### config.mk
export PLATFORM = sky130hd
export DESIGN_NAME = lsQueue
export DESIGN_NICKNAME = d
export VERILOG_FILES = /design/src/hdl/lsuPkg.sv /design/src/hdl/lsQueue.sv
export SDC_FILE = /design/constraint.sdc
export NUM_CORES = 1
export LEC_CHECK = 0
export BUFFER_PORTS_ARGS = -buffer_cell sky130_fd_sc_hd__buf_4
export CELL_PAD_IN_SITES_DETAIL_PLACEMENT = 1
export CELL_PAD_IN_SITES_GLOBAL_PLACEMENT = 2
export CORE_MARGIN = 1.5
export CORE_UTILIZATION = 40
export DETAILED_ROUTE_END_ITERATION = 6
export PLACE_DENSITY_LB_ADDON = 0.1
export RECOVER_POWER = 50
export REMOVE_ABC_BUFFERS = 1
export SLEW_MARGIN = 0
export SYNTH_ARGS = -nofsm -noshare
export SYNTH_HDL_FRONTEND = slang
export SYNTH_SLANG_ARGS = --single-unit
### constraint.sdc
create_clock -name clk -period 2.5 [get_ports clk]
set_input_delay 0.5 -clock clk [delete_from_list [all_inputs] [get_ports clk]]
set_output_delay 0.5 -clock clk [all_outputs]
set_load 0.1 [all_outputs]
### src/hdl/lsuPkg.sv
package lsuPkg;

    localparam int AddrWidth  = 10;
    localparam int DataWidth  = 32;
    localparam int NickWidth  = 4;
    localparam int QueueDepth = 4;

    // The queue pointers wrap naturally, so QueueDepth must be a power of two.
    localparam int PtrWidth   = $clog2(QueueDepth);
    localparam int CountWidth = $clog2(QueueDepth + 1);
    localparam int RamDepth   = 1 << AddrWidth;

    // Access length in bytes. Only 1, 2 and 4 are legal.
    typedef logic [2:0] lenCode_t;

    typedef struct packed {
        logic                 ls;
        logic [AddrWidth-1:0] addr;
        logic [DataWidth-1:0] data;
        lenCode_t             len;
        logic [NickWidth-1:0] nick;
    } lsReq_t;

    // A data word seen whole by the port and byte by byte by the controller.
    typedef union packed {
        logic [DataWidth-1:0]          word;
        logic [DataWidth/8-1:0][7:0]   bytes;
    } memWord_t;

endpackage

### src/hdl/lsQueue.sv
`timescale 1ns/1ps

module lsQueue (
    input  logic                          clk,
    input  logic                          rst,
    input  logic                          rdy,
    input  logic                          reqEn,
    input  logic                          reqLs,
    input  logic [lsuPkg::AddrWidth-1:0]  reqAddr,
    input  logic [lsuPkg::DataWidth-1:0]  reqData,
    input  lsuPkg::lenCode_t              reqLen,
    input  logic [lsuPkg::NickWidth-1:0]  reqNick,
    output logic                          full,
    output lsuPkg::lsReq_t                head,
    output logic                          headValid,
    input  logic                          pop
);
    import lsuPkg::*;

    lsReq_t                entries [QueueDepth];
    logic [PtrWidth-1:0]   wrPtr;
    logic [PtrWidth-1:0]   rdPtr;
    logic [CountWidth-1:0] count;
    logic                  push;
    logic                  doPop;

    assign full      = (count == CountWidth'(QueueDepth));
    assign headValid = (count != '0);
    assign head      = entries[rdPtr];

    // A request offered while full is simply not taken; the core retries.
    assign push  = rdy && reqEn && !full;
    assign doPop = rdy && pop && headValid;

    always_ff @(posedge clk) begin
        if (push) begin
            entries[wrPtr] <= '{
                ls:   reqLs,
                addr: reqAddr,
                data: reqData,
                len:  reqLen,
                nick: reqNick
            };
        end
    end

    always_ff @(posedge clk) begin
        if (rst) begin
            wrPtr <= '0;
            rdPtr <= '0;
            count <= '0;
        end else if (rdy) begin
            if (push) begin
                wrPtr <= wrPtr + PtrWidth'(1);
            end
            if (doPop) begin
                rdPtr <= rdPtr + PtrWidth'(1);
            end

            // A push and a pop in the same cycle leave the count as it is.
            case ({push, doPop})
                2'b10: begin
                    count <= count + CountWidth'(1);
                end
                2'b01: begin
                    count <= count - CountWidth'(1);
                end
                default: begin
                    count <= count;
                end
            endcase
        end
    end

endmodule

# ---- Yosys cells after proc, flatten, opt, wreduce, memory -nomap -nowiden
# Memory sizes are Yosys's and may differ from the RTL's. A register that Yosys moved wholly into a read port is not among the register bits.
# Index checks and enable logic that the tools add are counted.
dict set report op_classes {
  eq_ne 3
  add_sub_neg 4
  n_reduce_logical 10
  muxes 5
}
# operator count
set ops {}
lappend ops {{$pmux 3 s2} 1}
lappend ops {{$reduce_and 2->1} 3}
lappend ops {{$add 2x1->2 const B} 2}
lappend ops {{$logic_and 1x1->1} 4}
lappend ops {{$mux 2} 2}
lappend ops {{$add 3x1->3 const B} 1}
lappend ops {{$eq 3x3->1 const B} 1}
lappend ops {{$reduce_bool 3->1} 1}
lappend ops {{$sub 3x1->3 const B} 1}
lappend ops {{$eq 2x1->1 const B} 1}
lappend ops {{$eq 2x2->1 const B} 1}
lappend ops {{$mux 1} 2}
lappend ops {{$reduce_bool 2->1} 1}
lappend ops {{$logic_not 1->1} 1}
dict set report totals {
  in_bits 55
  wordCells 26
  reg_bits 7
  memories 1
  out_inout_bits 52
  mem_bits_rw 200
}
# memory depth width read_ports rd_clocked_by_memory_dff wr line
set mem_list {}
lappend mem_list {entries 4 50 1 1 1 lsQueue.sv:20} ;# lsReq_t entries [QueueDepth];

# ---- Depth between registers and ports, before layout
dict set report depth {
  ltp_word 6
  ltp_mapped 9
  depth_no_buf 9
}

# ---- Least setup slack after synthesis
# Ideal clock, no wire load.
dict set report synth_timing {
  kind {register to register}
  from {register count[2]}
  to {register count[2]}
  path_stages_with_launch 10
  path_buffers 0
  setup_slack_ps -680
  synth_period_minus_slack_ps 3180
  t_arrival_ps 3064
  cell_sequence {dfxtp_1 nor3b_2 nor2_1 inv_1 ha_1 inv_1 fa_1 xnor2_1 a21oi_1 a31o_2}
}
dict set report synth_between {
  elab_chain_cells 6
  word_cells_on_any_way 12
  cone_classes {add/sub (2); eq/ne (3); mux (1); reduce/logical (6)}
}
# element line
set synth_lines {}
lappend synth_lines {{start, declared} lsQueue.sv:23} ;# logic [CountWidth-1:0] count;
lappend synth_lines {{start signal, assigned} lsQueue.sv:63} ;# count <= count + CountWidth'(1);
lappend synth_lines {{start signal, assigned} lsQueue.sv:66} ;# count <= count - CountWidth'(1);
lappend synth_lines {{start signal, assigned} lsQueue.sv:69} ;# count <= count;
lappend synth_lines {{$eq 3x3->1 *} lsQueue.sv:27} ;# assign full = (count == CountWidth'(QueueDepth));
lappend synth_lines {{named net full} lsQueue.sv:13} ;# output logic full,
lappend synth_lines {{$logic_not 1->1 *} lsQueue.sv:32} ;# assign push = rdy && reqEn && !full;
lappend synth_lines {{$logic_and 1x1->1 *} lsQueue.sv:32}
lappend synth_lines {{$eq 2x1->1 or $eq 2x2->1 (tied branches)} lsQueue.sv:61} ;# case ({push, doPop})
lappend synth_lines {{$reduce_bool 2->1 (no line)} -}
lappend synth_lines {{$reduce_and 2->1 (no line)} -}
# Mark *: on every way through the listed nets, which the timed path passes. The rest lies on a longest branch.
# A chain may end at the register's enable or synchronous reset.

==> reports/qor.txt <==
Outcome = finished clean
Fin crit share = 96.6%
Vias per Instance = 4.93
I/O Pins = 107
Layout cells sized above 1 = 33.3%
Synth cell types = 26
# port buffers = 106
Worst endpoint data arrival time = 1.92 ns
Slowest library cell on the worst path = mux4_2
Reg2reg setup slack = 0.37 ns
Commonest non-fill, non-tap cell in the layout = edfxtp_1
1st-iter DRT viols = 122
Finish-stage setup viols = 0
Clock-pin slew on the worst setup and hold paths = 0.06 ns
Number of routed nets with antenna violations = 0
Syn Std Cell Area = 7760 µm²
Type of destination of the critical path = output port
Pwr Density = 811 nW/µm²
Clock buffer depth = 3
Max_slew headroom = 53.9%
Final setup TNS = 0 ns
Sequential element share of the synthesized area = 79.7%
Cells after Synth = 316
# H-tree levels = 1
Post-route clock skew = 0.00445 ns
Post-Place Setup Slack = 0.327 ns
CTS sink cnt = 209
Synthesis Warnings = 0
RSZ-0062 raised after global routing = no
Max Slew Vio Count = 0
Critical path type = reg -> out
FMAX = 0.414 GHz
Initial antenna violation count = 0
Drt drc = 0
Final Worst Setup Slack = 0.0839 ns
Largest net degree at the start of global routing = 51
DIE HEIGHT = 142 µm
First-pass GRT wire length = 22.8 mm
Die area = 20200 µm²
Starting density of the core = 41.1%
LEAKAGE = 3.04 nW
Detail Placement HPWL = 8.75 mm
Avg Cell Area, Syn = 24.6 µm²
Die Wd = 142 µm
Skew-Pair Late Insertion Delay = 0.48 ns
DR pass1 iterations = 4
Most frequent cells in the layout = edfxtp_1 (200), clkbuf_1 (55), buf_4 (52)
Fin area = 9450 µm²
Final min period = 2.42 ns
Startpoint types = flop
Worst vdd rail ir drop = 0.614 mV
Root Driver = clkbuf_16
Vias in the first global route = 3932
Ant. Diodes = 0
# nets final = 511
Gr usage total = 15.1%
TritonCTS buffer count = 22
Cts hold-fix bufs = 0
CP required = 2.00 ns
CTS tree = done
Max Cap Violations = 0
Crit-path max FO = 11
Grt total ovfl = 0
Final wirelength = 14.6 mm
Post-DP Area = 8910 µm²
Cell repeated most along the worst path = buf_4
WHS = 0.256 ns
Fill count = 1740
Layout area overhead = 21.8%
CP peak stage delay = 0.51 ns
Synth Register Bits = 209
Crit path cell chain = buf_4 -> buf_12 -> mux4_2 -> buf_4
Core Box Area = 18900 µm²
Via count = 3573
FP Rows = 50
Slew @ Worst Pin = 0.691 ns
Fin. Hold Viols = 0
Placer Congestion = 0.709
Worst hold path class = in -> reg
Per-cell routed wire length = 20.1 µm
-- per-stage QoR --
| step | utilization, % | std cells | power, W |
|---|---|---|---|
| 5_1_grt | 50.0 | 725 | 0.00795 |
| 2_1_floorplan | - | 303 | 0.00463 |
| 3_3_place_gp | 47.1 | 682 | 0.00488 |
| 6_report | 50.0 | 725 | 0.00766 |
| 3_5_place_dp | 47.1 | 682 | 0.00490 |
| 4_1_cts | 50.7 | 725 | 0.00780 |
-- registers in the layout, indices dropped and copies added, names as in the netlist, named ones only --
name and flops:
wrPtr 2, entries 200, count 3, rdPtr 2
-- routing by layer --
metal	global-route usage [%]	wire (µm)	up-vias
li1	-	-	1600
met1	20.4	6200	1850
met2	25.0	7370	105
met3	3.47	843	18
met4	3.69	187	0
met5	0	0	-
-- Yosys cell counts --
cell type / instances / area share [%]
nor3b_2: 1 / 0.16
dfxtp_1: 9 / 2.3
a31o_2: 1 / 0.11
buf_1: 1 / 0.048
buf_2: 5 / 0.32
a211oi_1: 1 / 0.097
clkbuf_1: 1 / 0.048
or3b_1: 1 / 0.11
inv_1: 6 / 0.29
o21ai_0: 2 / 0.13
nand2_1: 1 / 0.048
a21oi_1: 4 / 0.26
o311a_1: 1 / 0.13
edfxtp_1: 200 / 77
buf_12: 5 / 1.3
a31o_1: 1 / 0.11
or3_1: 2 / 0.16
nand2b_1: 2 / 0.16
xnor2_1: 3 / 0.34
ha_1: 5 / 0.81
fa_1: 1 / 0.26
nor2_1: 7 / 0.34
mux4_2: 50 / 15
nor2b_1: 1 / 0.081
and2_1: 4 / 0.32
buf_6: 1 / 0.15
-- area by class of cell --
type	instances	area (µm²)	area share [%]
clock inverter	11	42.5	0.450
tap	260	325	3.44
multi-input combinational	88	1410	14.9
clock buffer	28	594	6.29
sequential	209	6190	65.5
timing repair buffer	123	861	9.11
inverter	6	22.5	0.238
-- worst max-delay path: cells and delay by family (launching register included) --
| family | cells | cell delay [ns] |
|---|---|---|
| buf+inv | 3 | 0.55 |
| flops | 1 | 0.37 |
| mux | 1 | 0.51 |
-- logic make-up after synthesis --
logic type / synth area share, %
DFF: 79.7
muxes: 14.5
buffers and inverters: 2.14
and+or+nand+nor: 1.39
AOI/OAI and AO/OA: 0.839
adders and majority gates: 1.06
xor gates and xnor gates: 0.339
-- report_power, final --
part / internal (W) / switching [W]
clock: 0.00166 / 0.00120
sequential: 0.00391 / 0.0000208
combinational: 0.000230 / 0.000635
total: 0.00580 / 0.00186
-- path summary, 6_finish.rpt --
| path | start | end | cells after the start |
|---|---|---|---|
| worst max register to register | count[2] | count[2] | 9 |
| worst max-delay path | flop | head[29] | 4 |
| worst min-delay path | rst | flop | 2 |
| worst min register to register | wrPtr[0] | wrPtr[0] | 2 |
-- timing repair --
action                                  4_1_cts  5_1_grt
resized for setup                             0       14
endpoints found under the setup margin       41       14
setup buffers                                 4        0
hold endpoints to repair                      0        0
gates cloned                                  0        0
pin swaps                                     0        0
(Power assumes the default switching activity.)
