## src/hdl/lsuPkg.sv

```systemverilog
package lsuPkg;

    localparam int AddrWidth  = 10;
    localparam int DataWidth  = 32;
    localparam int NickWidth  = 4;
    localparam int QueueDepth = 4;

    // The queue pointers wrap naturally, so QueueDepth must be a power of two.
    localparam int PtrWidth   = $clog2(QueueDepth);
    localparam int CountWidth = $clog2(QueueDepth + 1);
    localparam int RamDepth   = 1 << AddrWidth;

    // Access length in bytes. Only 1, 2 and 4 are legal.
    typedef logic [2:0] lenCode_t;

    typedef struct packed {
        logic                 ls;
        logic [AddrWidth-1:0] addr;
        logic [DataWidth-1:0] data;
        lenCode_t             len;
        logic [NickWidth-1:0] nick;
    } lsReq_t;

    // A data word seen whole by the port and byte by byte by the controller.
    typedef union packed {
        logic [DataWidth-1:0]          word;
        logic [DataWidth/8-1:0][7:0]   bytes;
    } memWord_t;

endpackage

```

## src/hdl/memAccessIf.sv

```systemverilog
`timescale 1ns/1ps

interface memAccessIf;
    import lsuPkg::*;

    logic                 en;
    logic                 ls;
    logic [AddrWidth-1:0] addr;
    logic [DataWidth-1:0] wdata;
    lenCode_t             len;
    logic                 done;
    logic [DataWidth-1:0] rdata;

    // The data port starts an access and holds its fields until done.
    modport port (
        output en,
        output ls,
        output addr,
        output wdata,
        output len,
        input  done,
        input  rdata
    );

    modport ctrl (
        input  en,
        input  ls,
        input  addr,
        input  wdata,
        input  len,
        output done,
        output rdata
    );

endinterface

```

## src/hdl/dataPort.sv

```systemverilog
`timescale 1ns/1ps

module dataPort (
    input  logic                         clk,
    input  logic                         rst,
    input  logic                         rdy,
    input  lsuPkg::lsReq_t               head,
    input  logic                         headValid,
    output logic                         pop,
    memAccessIf.port                     mem,
    output logic                         respDone,
    output logic [lsuPkg::DataWidth-1:0] respData,
    output logic [lsuPkg::NickWidth-1:0] respNick
);
    import lsuPkg::*;

    lsReq_t cur;
    logic   occupied;
    logic   startQ;

    // The head is taken in the same edge that launches the access.
    assign pop = rdy && !occupied && headValid;

    assign mem.en    = startQ;
    assign mem.ls    = cur.ls;
    assign mem.addr  = cur.addr;
    assign mem.wdata = cur.data;
    assign mem.len   = cur.len;

    always_ff @(posedge clk) begin
        if (pop) begin
            cur <= head;
        end
    end

    always_ff @(posedge clk) begin
        if (rst) begin
            occupied <= 1'b0;
            startQ   <= 1'b0;
            respDone <= 1'b0;
            respData <= '0;
            respNick <= '0;
        end else if (rdy) begin
            startQ   <= pop;
            respDone <= 1'b0;

            if (mem.done) begin
                respDone <= 1'b1;
                respData <= cur.ls ? '0 : mem.rdata;
                respNick <= cur.nick;
                occupied <= 1'b0;
            end

            if (pop) begin
                occupied <= 1'b1;
            end
        end else begin
            // A completion never lingers across a stalled cycle.
            respDone <= 1'b0;
        end
    end

endmodule

```

## src/flat_wrapper.sv

```systemverilog
// flat-port wrapper written by rule: the top's interface ports become plain ports
module dataPort_flat import lsuPkg::*;
  (clk, rst, rdy, head, headValid, pop, respDone, respData, respNick, mem_en, mem_ls, mem_addr, mem_wdata, mem_len, mem_done, mem_rdata);
  memAccessIf mem_i ();
  input  logic clk;
  input  logic rst;
  input  logic rdy;
  input  lsuPkg::lsReq_t head;
  input  logic headValid;
  output logic pop;
  output logic respDone;
  output logic [lsuPkg::DataWidth-1:0] respData;
  output logic [lsuPkg::NickWidth-1:0] respNick;
  output wire logic [$bits(mem_i.en)-1:0] mem_en;
  output wire logic [$bits(mem_i.ls)-1:0] mem_ls;
  output wire logic [$bits(mem_i.addr)-1:0] mem_addr;
  output wire logic [$bits(mem_i.wdata)-1:0] mem_wdata;
  output wire logic [$bits(mem_i.len)-1:0] mem_len;
  input wire logic [$bits(mem_i.done)-1:0] mem_done;
  input wire logic [$bits(mem_i.rdata)-1:0] mem_rdata;
  assign mem_en = mem_i.en;
  assign mem_ls = mem_i.ls;
  assign mem_addr = mem_i.addr;
  assign mem_wdata = mem_i.wdata;
  assign mem_len = mem_i.len;
  assign mem_i.done = mem_done;
  assign mem_i.rdata = mem_rdata;
  dataPort u_core (.clk(clk), .rst(rst), .rdy(rdy), .head(head), .headValid(headValid), .pop(pop), .mem(mem_i), .respDone(respDone), .respData(respData), .respNick(respNick));
endmodule
```

## config.mk

```make
export PLATFORM = sky130hd
export DESIGN_NAME = dataPort_flat
export DESIGN_NICKNAME = d
export VERILOG_FILES = /design/src/hdl/lsuPkg.sv /design/src/hdl/memAccessIf.sv /design/src/hdl/dataPort.sv /design/src/flat_wrapper.sv
export SDC_FILE = /design/constraint.sdc
export NUM_CORES = 1
export LEC_CHECK = 0
export BUFFER_PORTS_ARGS = -buffer_cell sky130_fd_sc_hd__buf_4
export CAP_MARGIN = 15
export CORE_MARGIN = 2
export CORE_UTILIZATION = 52
export CTS_BUF_LIST = sky130_fd_sc_hd__clkbuf_2 sky130_fd_sc_hd__clkbuf_4 sky130_fd_sc_hd__clkbuf_8
export CTS_CLUSTER_DIAMETER = 50
export DETAILED_ROUTE_END_ITERATION = 10
export GPL_ROUTABILITY_DRIVEN = 0
export GPL_TIMING_DRIVEN = 0
export PLACE_DENSITY = 0.95
export REMOVE_ABC_BUFFERS = 1
export SLEW_MARGIN = 25
export SYNTH_ARGS = -nofsm -noshare
export SYNTH_HDL_FRONTEND = slang
export SYNTH_SLANG_ARGS = --single-unit
```

## constraint.sdc

```tcl
create_clock -name clk -period 2.39 [get_ports clk]
set_clock_uncertainty 0.1 [all_clocks]
set_input_delay 0.239 -clock clk [delete_from_list [all_inputs] [get_ports clk]]
set_output_delay 0.239 -clock clk [all_outputs]
set_load 0.01 [all_outputs]
```

Word-level counts from Yosys, hierarchy flattened
Cells that the tools add are included.
Operators by class
  bitwise logic cells: 1
  reductions and logical operators: 7
  multiplexer cells: 4
Operator list (count)
  2-to-1 mux 32 bit: 1
  AND reduction 2 bit: 2
  2-to-1 mux 1 bit: 3
  logical AND 1 bit: 2
  nonzero test 2 bit: 1
  OR reduction 2 bit: 1
  zero test 1 bit: 1
  inverter 1 bit: 1
Storage, ports and cells
  flip-flop bits (word level): 89
  input port bits: 87

Logic depth before layout (Yosys ltp)
  depth after elaboration: 5
  depth in mapped cells: 4
  mapped depth without buffers: 2

Least setup slack after synthesis
OpenSTA, ideal clock, no wires.
  path type: input-to-reg
  start point: input port rdy
  end point: register u_core.cur[0] (netlist name), enable pin
  required time: 1.906 ns
  slack: 0.723 ns
  cell stages on the path: 4
  data arrival time: 1.183 ns
  path buffers: 2
  cell sequence: buf_6 buf_6 nand3b_2 inv_2
Between the ends
  longest elaborated chain between the ends: 2
Ends and longest elaborated chain
  from (decl): line flat_wrapper.sv:7  | input logic rdy;
  logical AND 1 bit (2 in a row): line dataPort.sv:22  | assign pop = rdy && !occupied && headValid;
  via pop: line flat_wrapper.sv:10  | output logic pop;
  to (signal assigned): line dataPort.sv:32  | cur <= head;
  to (decl): line dataPort.sv:17  | lsReq_t cur;
The timed path passes the listed nets, and every way through them passes these cells.
A chain may end at the register's enable or synchronous reset.

Worst setup path after layout
  start point: input port rdy
  end point: output port pop
Between the ends
  longest elaborated chain between the ends: 2
Ends and longest elaborated chain (line)
  logical AND 1 bit (2 in a row): dataPort.sv:22
  to (decl): flat_wrapper.sv:10
Every way passes these cells.

==> flow_summary.json <==
{
  "crit_chain": "buf_4 > nand3b_2 > inv_4 > buf_4",
  "dieArea_mm2": 0.00771,
  "p_sw_mw": 0.749,
  "dp_hpwl_um": 5270,
  "yosysUniqueCellTypes": 17,
  "grt_first_pass_wirelength_um": 14800,
  "comb_power_share": 0.130,
  "yosysSeqAreaShare": 0.625,
  "drt_iter0_drc": 177,
  "gr-usage-all-layers": 0.257,
  "wl_per_cell_um": 18.4,
  "status": "complete, no violations",
  "critPathCaptureType": "output pin",
  "post-place-ws_ps": -4.15,
  "sw_frac_of_total": 0.236,
  "worst_slew_pin_slew_ps": 831,
  "synth_area_leaders": "edfxtp_1 41%, dfxtp_1 21%, buf_4 9.3%, nand4b_1 7.7%, a21bo_1 7.4%",
  "antenna_found_initial": 0,
  "regArea_mm2": 0.00228,
  "stdcell_area_mm2": 0.00528,
  "clk_pin_slew_ps": 90,
  "synth_area_per_cell_um2": 13.4,
  "vdd_drop_max_v": 0.000612,
  "max_stage_delay_ps": 570,
  "worst-path-buf-inv": 3,
  "final_core_util": 0.776,
  "cp_top_family": "buffers and inverters",
  "cp-start-kind": "primary input",
  "portBuffers": 171,
  "cap_violations": 0,
  "place_area_mm2": 0.00458,
  "rows": 30,
  "post-route-drc-count": 0,
  "seq_power_share": 0.539,
  "ys_ff_latch": 89,
  "via_per_inst": 5.16,
  "p_int_mw": 2.42,
  "crit_slowest_cell": "buf_4",
  "dr.pass1.iters": 4,
  "rsz0062_at_grt": "no",
  "setup_viol": 0,
  "grt_pass1_vias": 2850,
  "syn_area_mm2": 0.00365,
  "diodes": 0,
  "cp.required_ps": 2050,
  "clock_path_buffers": 2,
  "fill_cells": 402,
  "grt_overflow": 0,
  "path_common_cell": "buf_4",
  "crit_type": "in2out",
  "antenna_violating_nets_post_route": 0,
  "yosys.area.top_type_share": 0.411,
  "min_period_over_period": 0.900,
  "die_y_um": 87.8,
  "cts.sinks": 89,
  "slew_headroom": 0.446,
  "io_pins": 172,
  "numCtsBuffers": 9,
  "slew_viol_final": 0,
  "synthCells": 273,
  "power_per_cell_area_mw_per_mm2": 601,
  "timing.fmax_mhz": 465,
  "yosysWarnings": 0,
  "fin_nets": 524,
  "period_minus_slack_ps": 2150,
  "grt_max_degree": 77,
  "clock_latency_ps": 340,
  "areaGrowthSynthToFinish_pct": 44.5,
  "dieWidth_um": 87.8,
  "layout-drive-gt1-share": 0.448,
  "leakage_nw": 2.18,
  "hold_viol_final": 0,
  "setup_ws_ps": 239,
  "totalWireLength_um": 9880,
  "core-area_mm2": 0.00679,
  "start_util": 0.537,
  "root_buffer": "clkbuf_8",
  "cts_tree": "yes",
  "cp.arrival_ps": 1810,
  "h-tree-depth": 3,
  "vias": 2774,
  "multiInputGateArea_um2": 886,
  "yosys.area.top_type": "edfxtp_1",
  "hold_class": "in2reg",
  "clockPowerShare": 0.330,
  "worstPathMaxFanout": 76
}
[stage by stage]
stage | total power [mW] | cells | hold WS, ps | setup TNS, ps
finish | 3.17 | 538 | 89.3 | 0
global route | 3.27 | 538 | 80.9 | 0
CTS | 3.15 | 538 | 55.5 | 0
detailed placement | 2.08 | 472 | 318 | -4.15
global placement | 2.06 | 472 | 317 | 0
floorplan | 1.82 | 205 | 208 | 0
[cell usage after synthesis (all sizes together)]
library cell,count
buf,61
nand4b,32
nand2b,1
a21bo,37
nand2,1
edfxtp,50
nand3b,1
inv,1
nor2,1
clkbuf,7
dfxtp,39
a21oi,38
nand3,4
[state kept, by name, indices dropped and copies added, names as in the netlist]
register	count
u_core.cur	4
u_core.mem.addr	10
u_core.mem.en	1
u_core.mem.len	3
u_core.mem.ls	1
u_core.mem.wdata	32
u_core.occupied	1
u_core.respData	32
u_core.respDone	1
u_core.respNick	4
[worst reg2reg max path, cell delays in order (launching register included)]
cell	delay (ps)
dfxtp_1	320
nand3b_2	240
inv_4	510
[per-layer routing]
metal,part of all wire,GRT usage,vias up
li1,-,-,1279
met1,0.35,0.272,1344
met2,0.56,0.479,125
met3,0.062,0.0622,26
met4,0.029,0.116,0
met5,0,0,-
[layout by cell type (no fill, tap or decap), drive strengths merged]
cell,instances
buf,171
dlygate4sd3,50
edfxtp,50
dfxtp,39
a21oi,38
a21bo,37
nand4b,32
clkbuf,10
nand3,4
inv,3
clkinv,3
nand3b,1
nand2,1
nor2,1
nand2b,1
bufinv,1
[worst paths after layout]
path                           startpoint                               end  slack (ps)  cells past startpoint
min reg2reg    u_core.mem.en$_SDFFE_PP0P_        u_core.mem.en$_SDFFE_PP0P_         400                      2
max reg2reg  u_core.occupied$_SDFFE_PP0P_    u_core.mem.wdata[31]$_DFFE_PP_         830                      2
max                                   rdy                               pop         240                      4
min                         mem_rdata[18]  u_core.respData[18]$_SDFFE_PP0P_          90                      3
[area by class of cell]
cell class | instances | area share
sequential | 89 | 0.433
timing repair buffer | 221 | 0.338
multi-input combinational | 115 | 0.168
clock buffer | 10 | 0.0249
tap | 96 | 0.0228
clock inverter | 6 | 0.0123
inverter | 1 | 0.00119
[cell families (layout without fill, tap and decap cells)]
family | after synthesis | in the layout | synth area share
buffers and inverters | 69 | 238 | 0.132
DFF | 89 | 89 | 0.625
AOI/OAI and AO/OA | 75 | 75 | 0.154
and+or+nand+nor | 40 | 40 | 0.0891
[power by group through the flow]
stage / Combinational (mW) / Clock [mW] / Sequential (mW)
finish: 0.413 / 1.05 / 1.71
global route: 0.439 / 1.11 / 1.72
CTS: 0.400 / 1.04 / 1.71
detailed placement: 0.332 / 0 / 1.74
floorplan: 0.0593 / 0 / 1.77
global placement: 0.321 / 0 / 1.74
[timing repair]
action,in CTS,in global routing
gates resized for setup,1,0
hold buffers,50,0
hold endpoints to repair,50,0
buffers inserted,0,0
setup endpoints to repair,1,0
Note: power is estimated with default switching activity, not from simulation.
