<file path="src/hdl/lsuPkg.sv">
package lsuPkg;

    localparam int AddrWidth  = 10;
    localparam int DataWidth  = 32;
    localparam int NickWidth  = 4;
    localparam int QueueDepth = 4;

    // The queue pointers wrap naturally, so QueueDepth must be a power of two.
    localparam int PtrWidth   = $clog2(QueueDepth);
    localparam int CountWidth = $clog2(QueueDepth + 1);
    localparam int RamDepth   = 1 << AddrWidth;

    // Access length in bytes. Only 1, 2 and 4 are legal.
    typedef logic [2:0] lenCode_t;

    typedef struct packed {
        logic                 ls;
        logic [AddrWidth-1:0] addr;
        logic [DataWidth-1:0] data;
        lenCode_t             len;
        logic [NickWidth-1:0] nick;
    } lsReq_t;

    // A data word seen whole by the port and byte by byte by the controller.
    typedef union packed {
        logic [DataWidth-1:0]          word;
        logic [DataWidth/8-1:0][7:0]   bytes;
    } memWord_t;

endpackage

</file>
<file path="src/hdl/memAccessIf.sv">
`timescale 1ns/1ps

interface memAccessIf;
    import lsuPkg::*;

    logic                 en;
    logic                 ls;
    logic [AddrWidth-1:0] addr;
    logic [DataWidth-1:0] wdata;
    lenCode_t             len;
    logic                 done;
    logic [DataWidth-1:0] rdata;

    // The data port starts an access and holds its fields until done.
    modport port (
        output en,
        output ls,
        output addr,
        output wdata,
        output len,
        input  done,
        input  rdata
    );

    modport ctrl (
        input  en,
        input  ls,
        input  addr,
        input  wdata,
        input  len,
        output done,
        output rdata
    );

endinterface

</file>
<file path="src/hdl/memCtrl.sv">
`timescale 1ns/1ps

module memCtrl (
    input  logic                         clk,
    input  logic                         rst,
    input  logic                         rdy,
    memAccessIf.ctrl                     mem,
    output logic                         ramWe,
    output logic [lsuPkg::AddrWidth-1:0] ramAddr,
    output logic [7:0]                   ramWdata,
    input  logic [7:0]                   ramRdata
);
    import lsuPkg::*;

    logic     busy;
    logic     doneQ;
    logic     active;
    logic [2:0] step;
    logic [2:0] curStep;
    logic [2:0] readStep;
    logic [1:0] byteIdx;
    memWord_t wWord;
    memWord_t rWord;

    // Step 0 runs in the cycle of en, so the access fields are read straight
    // from the interface, which holds them until done.
    assign active  = mem.en || busy;
    assign curStep = busy ? step : 3'd0;
    assign byteIdx = curStep[1:0] - 2'd1;

    // While stalled, the previous byte is addressed again so that the RAM
    // output still holds it when the stall ends.
    assign readStep = rdy ? curStep : curStep - 3'd1;

    assign wWord.word = mem.wdata;
    assign ramAddr    = mem.addr + AddrWidth'(readStep);
    assign ramWdata   = wWord.bytes[curStep[1:0]];
    assign ramWe      = rdy && active && mem.ls && (curStep < mem.len);

    assign mem.done  = doneQ;
    assign mem.rdata = rWord.word;

    always_ff @(posedge clk) begin
        if (rdy && active) begin
            if (curStep == 3'd0) begin
                rWord.word <= '0;
            end else if (!mem.ls) begin
                rWord.bytes[byteIdx] <= ramRdata;
            end
        end
    end

    always_ff @(posedge clk) begin
        if (rst) begin
            busy  <= 1'b0;
            step  <= 3'd0;
            doneQ <= 1'b0;
        end else if (rdy) begin
            doneQ <= 1'b0;
            if (active) begin
                // The step after the last byte collects the final RAM read.
                if (curStep == mem.len) begin
                    busy  <= 1'b0;
                    step  <= 3'd0;
                    doneQ <= 1'b1;
                end else begin
                    busy <= 1'b1;
                    step <= curStep + 3'd1;
                end
            end
        end
    end

endmodule

</file>
<file path="src/flat_wrapper.sv">
// flat-port wrapper written by rule: the top's interface ports become plain ports
module memCtrl_flat import lsuPkg::*;
  (clk, rst, rdy, ramWe, ramAddr, ramWdata, ramRdata, mem_en, mem_ls, mem_addr, mem_wdata, mem_len, mem_done, mem_rdata);
  memAccessIf mem_i ();
  input  logic clk;
  input  logic rst;
  input  logic rdy;
  output logic ramWe;
  output logic [lsuPkg::AddrWidth-1:0] ramAddr;
  output logic [7:0] ramWdata;
  input  logic [7:0] ramRdata;
  input wire logic [$bits(mem_i.en)-1:0] mem_en;
  input wire logic [$bits(mem_i.ls)-1:0] mem_ls;
  input wire logic [$bits(mem_i.addr)-1:0] mem_addr;
  input wire logic [$bits(mem_i.wdata)-1:0] mem_wdata;
  input wire logic [$bits(mem_i.len)-1:0] mem_len;
  output wire logic [$bits(mem_i.done)-1:0] mem_done;
  output wire logic [$bits(mem_i.rdata)-1:0] mem_rdata;
  assign mem_i.en = mem_en;
  assign mem_i.ls = mem_ls;
  assign mem_i.addr = mem_addr;
  assign mem_i.wdata = mem_wdata;
  assign mem_i.len = mem_len;
  assign mem_done = mem_i.done;
  assign mem_rdata = mem_i.rdata;
  memCtrl u_core (.clk(clk), .rst(rst), .rdy(rdy), .mem(mem_i), .ramWe(ramWe), .ramAddr(ramAddr), .ramWdata(ramWdata), .ramRdata(ramRdata));
endmodule
</file>
<file path="config.mk">
export PLATFORM = sky130hd
export DESIGN_NAME = memCtrl_flat
export DESIGN_NICKNAME = d
export VERILOG_FILES = /design/src/hdl/lsuPkg.sv /design/src/hdl/memAccessIf.sv /design/src/hdl/memCtrl.sv /design/src/flat_wrapper.sv
export SDC_FILE = /design/constraint.sdc
export NUM_CORES = 1
export LEC_CHECK = 0
export BUFFER_PORTS_ARGS = -buffer_cell sky130_fd_sc_hd__buf_2
export CAP_MARGIN = 20
export CORE_ASPECT_RATIO = 0.7
export CORE_UTILIZATION = 42
export CTS_CLUSTER_DIAMETER = 100
export DETAILED_ROUTE_END_ITERATION = 8
export PLACE_DENSITY = 0.77
export REMOVE_ABC_BUFFERS = 1
export SLEW_MARGIN = 20
export SYNTH_ARGS = -nofsm -noshare
export SYNTH_HDL_FRONTEND = slang
export SYNTH_SLANG_ARGS = --single-unit
export TNS_END_PERCENT = 30
</file>
<file path="constraint.sdc">
create_clock -name clk -period 3.4 [get_ports clk]
set_clock_uncertainty 0.1 [all_clocks]
set_input_delay 0.34 -clock clk [delete_from_list [all_inputs] [get_ports clk]]
set_output_delay 0.34 -clock clk [all_outputs]
set_load 0.01 [all_outputs]
</file>
# [Yosys cells after proc, flatten, opt, wreduce, memory -nomap -nowiden]
# Index checks and enable logic that the tools add are counted.
[classes] addsub=4 order_cmp=4 eq_ne=2 muxes=12 n_reduce_logical=8
[op_table] op="32-bit bitwise mux" n=1
[op_table] op="32-bit 2-to-1 mux" n=1
[op_table] op="8-bit binary-select mux with 2-bit select" n=1
[op_table] op="8-bit demux with 2-bit select" n=1
[op_table] op="8-bit 2-to-1 mux" n=2
[op_table] op="10-bit by 3-bit adder with 10-bit output" n=1
[op_table] op="3-bit 2-to-1 mux" n=3
[op_table] op="2-bit by 3-bit < comparator with 1-bit output, second input constant" n=2
[op_table] op="1-bit logical AND" n=4
[op_table] op="2-bit AND reduction" n=2
[op_table] op="3-bit by 1-bit adder with 3-bit output, second input constant" n=1
[op_table] op="3-bit == test" n=1
[op_table] op="3-bit logical NOT" n=1
[op_table] op="3-bit < comparator" n=1
[op_table] op="1-bit 2-to-1 mux" n=3
[op_table] op="3-bit by 1-bit subtractor with 3-bit output, second input constant" n=1
[op_table] op="2-bit by 1-bit greater-or-equal comparator with 1-bit output, second input constant" n=1
[op_table] op="2-bit by 1-bit inequality test with 1-bit output, second input constant" n=1
[op_table] op="2-bit by 1-bit subtractor with 2-bit output, second input constant" n=1
[op_table] op="1-bit logical OR" n=1
[word_totals] regBits=37 inputBits=58 output_inout_bits=52 elab_cells=34

# [Logic depth before layout (Yosys ltp)]
# Gate-level depths: netlist of the first run.
[depth] word_depth=8 mapped_depth=12 ltp_nobuf=10

# [Worst setup path before layout of the first run]
# No wires, ideal clock.
[synth_path] path_kind="flip-flop to flip-flop" from="register u_core.step[0]" to="register u_core.rWord (netlist bit u_core.mem.rdata[0]) (enable)" setup_time_ps=432 arrival_ps=2879 required_time_ps=2868 path_slack_ps=-11 stages_incl_launch_ff=9 n_path_buf=3 path_cell_list="dfxtp_1 -> buf_2 -> o21a_1 -> buf_2 -> inv_2 -> ha_1 -> clkbuf_1 -> inv_1 -> a21oi_1"
[synth_between] elab_chain_len=4
[synth_rtl] element="start, declared" line="memCtrl.sv:18" source="logic [2:0] step;"
[synth_rtl] element="start signal, assigned" line="memCtrl.sv:68" source="step <= curStep + 3'd1;"
[synth_rtl] element="3-bit 2-to-1 mux" line="memCtrl.sv:28" source="assign curStep = busy ? step : 3'd0;"
[synth_rtl] element="3-bit logical NOT" line="memCtrl.sv:45" source="if (curStep == 3'd0) begin"
[synth_rtl] element="2-bit by 1-bit inequality test with 1-bit output (no source line)"
[synth_rtl] element="2-bit AND reduction (no source line)"
[synth_rtl] element="end, declared" line="memCtrl.sv:23" source="memWord_t rWord;"
# Every way passes these cells.
# A chain may end at the register's enable or synchronous reset.

# [Worst setup path in the final report of the first run]
[layout_path] from="register u_core.step[1]" to="output ramAddr[7] in the netlist's numbering"
[layout_between] elab_chain_len=4
[layout_rtl] element="3-bit 2-to-1 mux (*)" line="memCtrl.sv:28"
[layout_rtl] element="3-bit by 1-bit subtractor with 3-bit output" line="memCtrl.sv:33" source="assign readStep = rdy ? curStep : curStep - 3'd1;"
[layout_rtl] element="3-bit 2-to-1 mux (*)" line="memCtrl.sv:33"
[layout_rtl] element="10-bit by 3-bit adder with 10-bit output (*)" line="memCtrl.sv:36" source="assign ramAddr = mem.addr + AddrWidth'(readStep);"
[layout_rtl] element="end, declared" line="flat_wrapper.sv:9" source="output logic [lsuPkg::AddrWidth-1:0] ramAddr;"
# Every way passes the cells marked *; elsewhere a longest branch is shown, timed or not.

==> results of run 1 <==
-- power groups by stage --
| stage | Combinational [mW] | Sequential (mW) | Clock, mW |
|---|---|---|---|
| global route | 0.217 | 0.530 | 0.345 |
| finish | 0.196 | 0.528 | 0.318 |
| global placement | 0.192 | 0.537 | 0 |
| detailed placement | 0.196 | 0.537 | 0 |
| CTS | 0.197 | 0.527 | 0.323 |
| floorplan | 0.0854 | 0.549 | 0 |
-- Yosys cell counts, drive strengths merged --
library cell,instances,share of area [%]
a31oi,9,2.4
and4,1,0.38
or4b,1,0.44
o21ai,3,1.1
nor2,20,3.3
fa,1,0.87
nor3,3,0.65
clkbuf,5,0.82
a211oi,9,2.9
and3,1,0.27
nand3b,1,0.33
xnor2,6,2.3
edfxtp,32,42
nand2,47,8.1
a21oi,23,5.0
a21o,2,0.65
mux2i,16,7.0
ha,10,5.4
xor2,4,1.5
inv,7,1.1
nor4bb,1,0.44
nand4,1,0.27
and2,1,0.27
buf,10,2.4
o21a,1,0.33
nand3,10,2.2
nand2b,3,0.82
dfxtp,5,4.4
nor2b,9,2.4
-- stage by stage --
| stage | std cells | hold WS (ns) |
|---|---|---|
| 2_1_floorplan | 227 | 0.3091 |
| 3_3_place_gp | 414 | 0.3612 |
| 3_5_place_dp | 414 | 0.3838 |
| 4_1_cts | 422 | 0.1805 |
| 5_1_grt | 422 | 0.1971 |
| 6_report | 422 | 0.1912 |
-- cells in the final DEF, fill, tap and decap left out, types with 3 or more instances in the layout --
| cell | count |
|---|---|
| buf_2 | 109 |
| nand2_1 | 45 |
| edfxtp_1 | 32 |
| a21oi_1 | 22 |
| nor2_1 | 20 |
| mux2i_1 | 16 |
| nand3_1 | 10 |
| ha_1 | 10 |
| nor2b_1 | 9 |
| a211oi_1 | 9 |
| a31oi_1 | 9 |
| inv_1 | 6 |
| xnor2_1 | 6 |
| buf_4 | 6 |
| clkbuf_8 | 5 |
| xor2_1 | 4 |
| nor3_1 | 3 |
| nand2b_1 | 3 |
| dfxtp_1 | 3 |
-- state kept, by name, summed over array words and instances (netlist names) --
register and flops:
u_core.busy 1, u_core.mem.done 1, u_core.mem.rdata 32, u_core.step 3
-- repair_timing --
item / in CTS / in global routing
endpoints found under the hold margin: 0 / 0
gates resized for setup: 0 / 2
setup endpoints to repair: 0 / 3
-- area by class of cell --
type | count | area [um2] | area share [%]
well taps | 72 | 90.09 | 2.994
multi-input cells | 183 | 1149 | 38.17
inverters | 7 | 26.28 | 0.8732
clock inverters | 3 | 21.27 | 0.7069
repair buffers | 115 | 590.6 | 19.63
flip-flops and latches | 37 | 1064 | 35.34
clock buffers | 5 | 68.82 | 2.287
-- cell families (layout without fill, tap and decap cells) --
kind of cell,after synthesis,count (layout),synth area share (%)
simple gates,99,99,19.87
compound gates,47,47,12.52
buf+inv,22,130,4.355
xor+xnor,10,10,3.810
mux,16,16,6.968
fa+ha+maj,11,11,6.315
flops,37,37,46.16
-- routing by layer --
layer	vias to the layer above	track usage, %
li1	1068	-
met1	1007	27.62
met2	82	32.16
met3	5	5.357
met4	0	3.427
met5	-	0
-- worst max-delay path: stages, from the launching register on --
cell	delay, ns
dfxtp_2	0.46
nand2_1	0.11
inv_1	0.11
ha_1	0.20
nor3_1	0.06
a21oi_1	0.23
ha_1	0.28
a21o_1	0.15
a21oi_1	0.31
nand2b_1	0.18
xnor2_1	0.13
buf_2	0.16
-- how the worst max path moves through the flow --
stage,startpoint,to,slack (ns),cells past startpoint
final,u_core.step[1],ramAddr[7],0.29,11
after detailed placement,u_core.step[1],ramAddr[7],0.48,11
after floorplan,u_core.step[0],u_core.mem.rdata[0],-0.46,5
after CTS,u_core.step[1],ramAddr[7],0.15,11
after global placement,u_core.step[1],ramAddr[7],0.57,11
after global routing,u_core.step[1],ramAddr[7],0.08,11
==> flow_summary.ini, run 1 <==
[floorplanning]
coreArea_um2 = 5258
die_h_um = 63.90
dieArea_um2 = 5777
rows = 22
die_w_um = 90.42
pin_count = 110
start_util_pct = 43.72

[yosys]
ys_warn_count = 0
ys_seq_elements = 37
synth_cell_type_count = 34
ys_seq_area_share_pct = 46.16
postSynthCellCount = 242
syn-cell-area_um2 = 2298
postSynthAreaPerCell_um2 = 9.498

[power_and_ir_drop]
power_frac_seq_pct = 50.6
peakVddDrop_mv = 0.2462
p_total_mw = 1.042
p_comb_share_pct = 18.8
p_leak_nw = 1.334
powerDensity_nw_per_um2 = 346.4
p_clk_share_pct = 30.5
switching_share_pct = 28.38
p_int_mw = 0.7466
switching_power_mw = 0.2958

[worst_setup_path]
critical_path_required_ns = 2.96
cp.arrival_ns = 2.67
critPathMaxFanout = 12
setup.worst_path.class = reg2out
reg2reg_to = u_core.mem.rdata[30]
critPathCaptureType = primary output
r2r_slack_ns = 1.00
reg2reg_from = u_core.step[1]
worstSetupStartpointType = register
r2r_cells = 7

[job]
cap_violations = 0

[detailed_routing]
viasPerCell = 5.123
routed_wl_um = 5787
wl_met3_um = 416
num_vias = 2162
wl_per_cell_um = 13.71
dr.pass1.iters = 4
initialDrtViolationCount = 99
ant_nets = 0
post-route-drc-count = 0
wl_met2_um = 2590
top_layer_used = met4
met1_length_um = 2738

[min_path]
worstHoldStart = rst
hp-class = in2reg
holdPathEnd = u_core.step[1]
hold_depth = 2

[final_layout]
final_nets = 418
post-route-util_pct = 57.23
fillCellCount = 484
drive_above_1_share_pct = 37.14
final_cell_area_um2 = 3009
area_delta_synth_final_pct = 30.92
num_antenna_cells = 0

[clocking]
cts_setup_buffers = 0
clock-root-buffer = clkbuf_8
clock_sinks = 37
cts_tree = built
ctsHtreeMaxLevel = 2
cts_hold_buf = 0
clkLatencyLatePin_ns = 0.29
cts_buffer_depth = 2
numCtsBuffers = 5
cts.clk_slew.worst_paths_ns = 0.08

[sta]
rsz0062_at_grt = false
finalSetupViolCount = 0
tns_ns = 0
tightest_slew_ns = 0.5430
slew_headroom_pct = 63.80
worst_slack_ns = 0.2938
fmax_ghz = 0.3219
period_share_pct = 91.36
hold_viol_final = 0
slew_viol_final = 0
fin_crit_ns = 3.106

[placement]
dp_hpwl_um = 4178
io_buffers = 109
routabilityCongestion = 0.7629
place_ws_ns = 0.4838
placed_cell_area_um2 = 2917

[grt]
grt_pass1_wl_um = 9239
grt_max_degree = 34
grt_pass1_vias = 1936
globalRouteOverflowTotal = 0
antenna_found_initial = 0
gr-usage-all-layers_pct = 20.04

[status]
status = finished clean
(Power assumes the default switching activity.)
==> run 2: changes to the inputs <==
--- a/config.mk
+++ b/config.mk
@@ -8,9 +8,12 @@
 export BUFFER_PORTS_ARGS = -buffer_cell sky130_fd_sc_hd__buf_2
 export CAP_MARGIN = 20
 export CORE_ASPECT_RATIO = 0.7
+export CORE_MARGIN = 2
 export CORE_UTILIZATION = 42
 export CTS_CLUSTER_DIAMETER = 100
 export DETAILED_ROUTE_END_ITERATION = 8
+export GPL_TIMING_DRIVEN = 0
+export MAX_ROUTING_LAYER = met4
 export PLACE_DENSITY = 0.77
 export REMOVE_ABC_BUFFERS = 1
 export SLEW_MARGIN = 20
==> run 2 against run 1 <==
Wire length is 4.9% higher. Largest power group unchanged. First-iteration DRC count fell by 55%. Register-to-register slack got worse by 0.41 ns. Sequential power rose by 0.8%. Highest routed layer unchanged. Critical path depth shrank 2. Maximum frequency shrank 0.90%.
==> flow_summary.ini, run 2 (synthesis gave the netlist of run 1 again) <==
[sta]
slew_viol_final = 0
fmax_ghz = 0.3190
hold_viol_final = 0
finalSetupViolCount = 0
fin_crit_ns = 3.135
slew_headroom_pct = 55.44
rsz0062_at_grt = false
worst_slack_ns = 0.2654
tightest_slew_ns = 0.6684
period_share_pct = 92.19

[placement]
dp_hpwl_um = 4411
placed_cell_area_um2 = 2902
place_ws_ns = -0.4455
dp_cells = 409
routabilityCongestion = 0.7886
io_buffers = 109

[grt]
gr-usage-all-layers_pct = 20.13
antenna_found_initial = 0
grt_max_degree = 34
grt_pass1_vias = 1891
grt_pass1_wl_um = 9301
globalRouteOverflowTotal = 0

[floorplanning]
rows = 22
die_h_um = 65.90
dieArea_um2 = 6090
coreArea_um2 = 5258
pin_count = 110
die_w_um = 92.42
start_util_pct = 43.72

[final_layout]
final_cell_mix = buf_2, nand2_1, edfxtp_1, nor2_1, a21oi_1
largest_reg_flops = 32
final_nets = 415
drive_above_1_share_pct = 38.33
num_antenna_cells = 0
area_delta_synth_final_pct = 31.63
final_cells = 419
final_common_cell = buf_2
final_cell_area_um2 = 3025
fillCellCount = 474

[detailed_routing]
initialDrtViolationCount = 45
viasPerCell = 5.098
routed_wl_um = 6070
num_vias = 2136
wl_per_cell_um = 14.49
post-route-drc-count = 0
ant_nets = 0
dr.pass1.iters = 4

[job]
cap_violations = 0

[worst_setup_path]
cp.arrival_ns = 2.69
critPathCaptureType = primary output
critical_path_required_ns = 2.96
reg2reg_from = u_core.step[0]
worstSetupStartpointType = register
crit_slowest_cell = dfxtp_4
critPathMaxFanout = 19
setup.worst_path.class = reg2out
setup.worst_path.start = u_core.step[0]
path_cells = o21a_2, inv_2, ha_2, o21ai_0, ha_1, a21oi_2, nand2b_1, xnor2_1, buf_2
max_stage_delay_ns = 0.49

[clocking]
clkLatencyLatePin_ns = 0.29
cts_buffer_depth = 2
clock_sinks = 37
clock-root-buffer = clkbuf_8
numCtsBuffers = 5
ctsHtreeMaxLevel = 2
cts.clk_slew.worst_paths_ns = 0.07
cts_tree = built
cts_hold_buf = 0

[power_and_ir_drop]
powerDensity_nw_per_um2 = 341.0
p_leak_nw = 1.328
peakVddDrop_mv = 0.2580

[min_path]
hp-class = in2reg
worstHoldStart = rst

[status]
status = finished clean
==> run 2: cell count changes in the layout (fill, tap and decap cells not counted), sizes merged <==
cell	delta
clkinv	+1
clkinvlp	+1
inv	-2
clkbuf	+1
buf	-4
==> run 2: area by class of cell <==
type	count	area, um2	share of cell area [%]
multi-input combinational	183	1167	38.59
sequential	37	1070	35.36
clock inverter	2	10.01	0.3309
timing repair inverter	1	5.005	0.1654
tap	72	90.09	2.978
timing repair buffer	111	580.6	19.19
clock buffer	6	72.57	2.399
inverter	7	30.03	0.9926
==> run 2: stage by stage <==
step                total power, mW  hold WS (ns)  utilization, %  TNS (ns)
floorplan                    0.6340        0.3091               -    -14.85
global placement             0.7248        0.3601           54.40    -57.74
detailed placement           0.7355        0.3701           55.19    -1.755
CTS                           1.034        0.1692           57.28         0
global route                  1.080        0.1705           57.54         0
finish                        1.032        0.1673           57.54         0
==> run 2: power breakdown <==
part | internal (mW) | switching, mW
Combinational | 0.0901 | 0.106
Sequential | 0.513 | 0.0183
Clock | 0.142 | 0.162
Total | 0.746 | 0.286
==> run 2: layer usage <==
metal	vias to the layer above	part of all wire (%)	wire [um]	global-route usage, %
met5	-	0	0	-
met4	0	1.1	65	5.037
met3	7	8.4	512	6.271
met2	73	45	2753	31.66
met1	994	45	2737	25.61
li1	1062	-	-	-
==> run 2: final timing paths <==
| path | slack (ns) | cells after the start | end |
|---|---|---|---|
| setup reg to reg | 0.59 | 6 | u_core.mem.rdata[18] |
| hold / removal | 0.17 | 2 | u_core.step[1] |
| setup / recovery | 0.27 | 9 | ramAddr[7] |
| hold reg to reg | 0.39 | 2 | u_core.mem.done |
==> run 2: what timing repair did <==
action                                  4_1_cts  5_1_grt
endpoints found under the setup margin        9        6
cloned                                        1        0
resized for setup                             6        5
setup buffers                                 1        0
==> run 2: critical path: cells and delay by family (launching register included) <==
| kind | cells | cell delay (ns) |
|---|---|---|
| AO/OA/AOI/OAI | 3 | 0.73 |
| adder cells (fa/ha/maj) | 2 | 0.59 |
| flip-flops | 1 | 0.49 |
| buffers and inverters | 2 | 0.31 |
| AND/OR/NAND/NOR | 1 | 0.15 |
| XOR/XNOR | 1 | 0.13 |
==> run 3: changes to the inputs <==
--- a/config.mk
+++ b/config.mk
@@ -15,6 +15,7 @@
 export GPL_TIMING_DRIVEN = 0
 export MAX_ROUTING_LAYER = met4
 export PLACE_DENSITY = 0.77
+export RECOVER_POWER = 25
 export REMOVE_ABC_BUFFERS = 1
 export SLEW_MARGIN = 20
 export SYNTH_ARGS = -nofsm -noshare
==> run 3 against run 2 <==
Wire length decreased by 0.16%. Final cell count unchanged. First-iteration DRC count up 20%. Worst hold slack better by 0.0046 ns. Flip-flop and latch count unchanged. Highest routed layer unchanged. Critical path type unchanged. Non-clock buffer count did not move. Global-route usage unchanged. Largest power group unchanged. Clock power about the same. Critical endpoint unchanged. Die area stayed put.
==> flow_summary.ini, run 3 (synthesis gave the netlist of run 1 again) <==
[sta]
slew_viol_final = 0
hold_viol_final = 0
rsz0062_at_grt = false
finalSetupViolCount = 0
period_share_pct = 92.39
tightest_slew_ns = 0.6628
fin_crit_ns = 3.141
fmax_ghz = 0.3184
slew_headroom_pct = 55.81
tns_ns = 0

[detailed_routing]
viasPerCell = 5.150
wl_met2_um = 2725
initialDrtViolationCount = 54
num_vias = 2158
ant_nets = 0
wl_per_cell_um = 14.46
dr.pass1.iters = 4
met1_length_um = 2749
top_layer_used = met4
post-route-drc-count = 0
wl_met3_um = 520
routed_wl_um = 6060

[status]
status = finished clean

[floorplanning]
coreArea_um2 = 5258
die_w_um = 92.42
dieArea_um2 = 6090
start_util_pct = 43.72
die_h_um = 65.90
rows = 22
pin_count = 110

[grt]
grt_max_degree = 34
globalRouteOverflowTotal = 0
grt_pass1_vias = 1891
gr-usage-all-layers_pct = 20.13
grt_pass1_wl_um = 9301
antenna_found_initial = 0

[worst_setup_path]
cp.arrival_ns = 2.70
worstSetupStartpointType = register
critPathCaptureType = primary output
critPathMaxFanout = 19
critical_path_required_ns = 2.96
reg2reg_from = u_core.step[0]
setup.worst_path.class = reg2out
r2r_cells = 6
reg2reg_to = u_core.mem.rdata[24]
r2r_slack_ns = 0.60

[final_layout]
final_cell_area_um2 = 2988
final_cell_mix = buf_2, nand2_1, edfxtp_1, clkbuf_1
area_delta_synth_final_pct = 29.99
drive_above_1_share_pct = 29.68
final_common_cell = buf_2
largest_reg_flops = 32
final_nets = 415
num_antenna_cells = 0

[placement]
dp_hpwl_um = 4411
routabilityCongestion = 0.7886
io_buffers = 109
placed_cell_area_um2 = 2902

[clocking]
clkLatencyLatePin_ns = 0.29
clock_sinks = 37
cts.clk_slew.worst_paths_ns = 0.07
cts_tree = built
clock-root-buffer = clkbuf_8
ctsHtreeMaxLevel = 2
numCtsBuffers = 5
cts_buffer_depth = 2

[power_and_ir_drop]
powerDensity_nw_per_um2 = 344.3
switching_share_pct = 27.91
power_frac_seq_pct = 51.7
p_clk_share_pct = 29.6
p_total_mw = 1.029
p_int_mw = 0.7415
peakVddDrop_mv = 0.2558
p_comb_share_pct = 18.7
switching_power_mw = 0.2871
p_leak_nw = 1.235

[min_path]
holdPathEnd = u_core.step[1]
hold_depth = 2
worstHoldStart = rst
hp-class = in2reg

[job]
cap_violations = 0
-- run 3: cell types whose count changed in the layout (fill, tap and decap cells not counted), sizes merged --
cell	change
clkbuf	+30
buf	-30
-- run 3: worst max path at each step --
stage / start / to / slack, ns / depth (start not counted)
3_3_place_gp: u_core.step[0] / u_core.mem.rdata[0] / -1.76 / 5
5_1_grt: u_core.step[1] / ramAddr[7] / 0.003 / 11
4_1_cts: u_core.busy / ramAddr[7] / 0.002 / 11
3_5_place_dp: u_core.step[0] / ramAddr[7] / -0.45 / 11
6_report: u_core.step[0] / ramAddr[7] / 0.26 / 9
2_1_floorplan: u_core.step[0] / u_core.mem.rdata[0] / -0.46 / 5
-- run 3: repair_timing --
action,in CTS,in global routing
endpoints found under the setup margin,9,6
buffers inserted,1,0
hold buffers,0,0
resized for setup,6,5
cloned,1,0
endpoints found under the hold margin,0,0
-- run 3: layer usage --
metal	track usage, %	vias to the layer above
li1	-	1065
met2	31.66	79
met3	6.271	7
met1	25.61	1007
met4	5.037	0
met5	-	-
-- run 3: power groups by stage --
stage	Clock (mW)	Combinational (mW)	Sequential [mW]
finish	0.304	0.192	0.532
global route	0.329	0.213	0.535
CTS	0.305	0.197	0.532
detailed placement	0	0.195	0.541
global placement	0	0.183	0.542
floorplan	0	0.0854	0.549
-- run 3: cell type report --
type,instances,area (um2)
clock inverter,2,10.01
clock buffer,6,72.57
timing repair buffer,111,543.0
sequential,37,1070
inverter,7,30.03
multi-input combinational,183,1167
fill,494,2270
tap,72,90.09
timing repair inverter,1,5.005
-- run 3: critical path, stage by stage, from the launching register on --
cell	delay [ns]
dfxtp_4	0.49
o21a_2	0.32
inv_2	0.15
ha_2	0.29
o21ai_0	0.18
ha_1	0.30
a21oi_2	0.24
nand2b_1	0.15
xnor2_1	0.13
buf_2	0.16
-- run 3: through the flow --
step | hold slack (ns) | setup WS, ns | utilization [%] | std cells
2_1_floorplan | 0.3091 | -0.4641 | - | 227
3_5_place_dp | 0.3701 | -0.4455 | 55.19 | 409
5_1_grt | 0.1705 | 0.003352 | 56.83 | 419
3_3_place_gp | 0.3601 | -1.764 | 54.40 | 408
6_report | 0.1719 | 0.2588 | 56.83 | 419
4_1_cts | 0.1692 | 0.002264 | 57.28 | 419
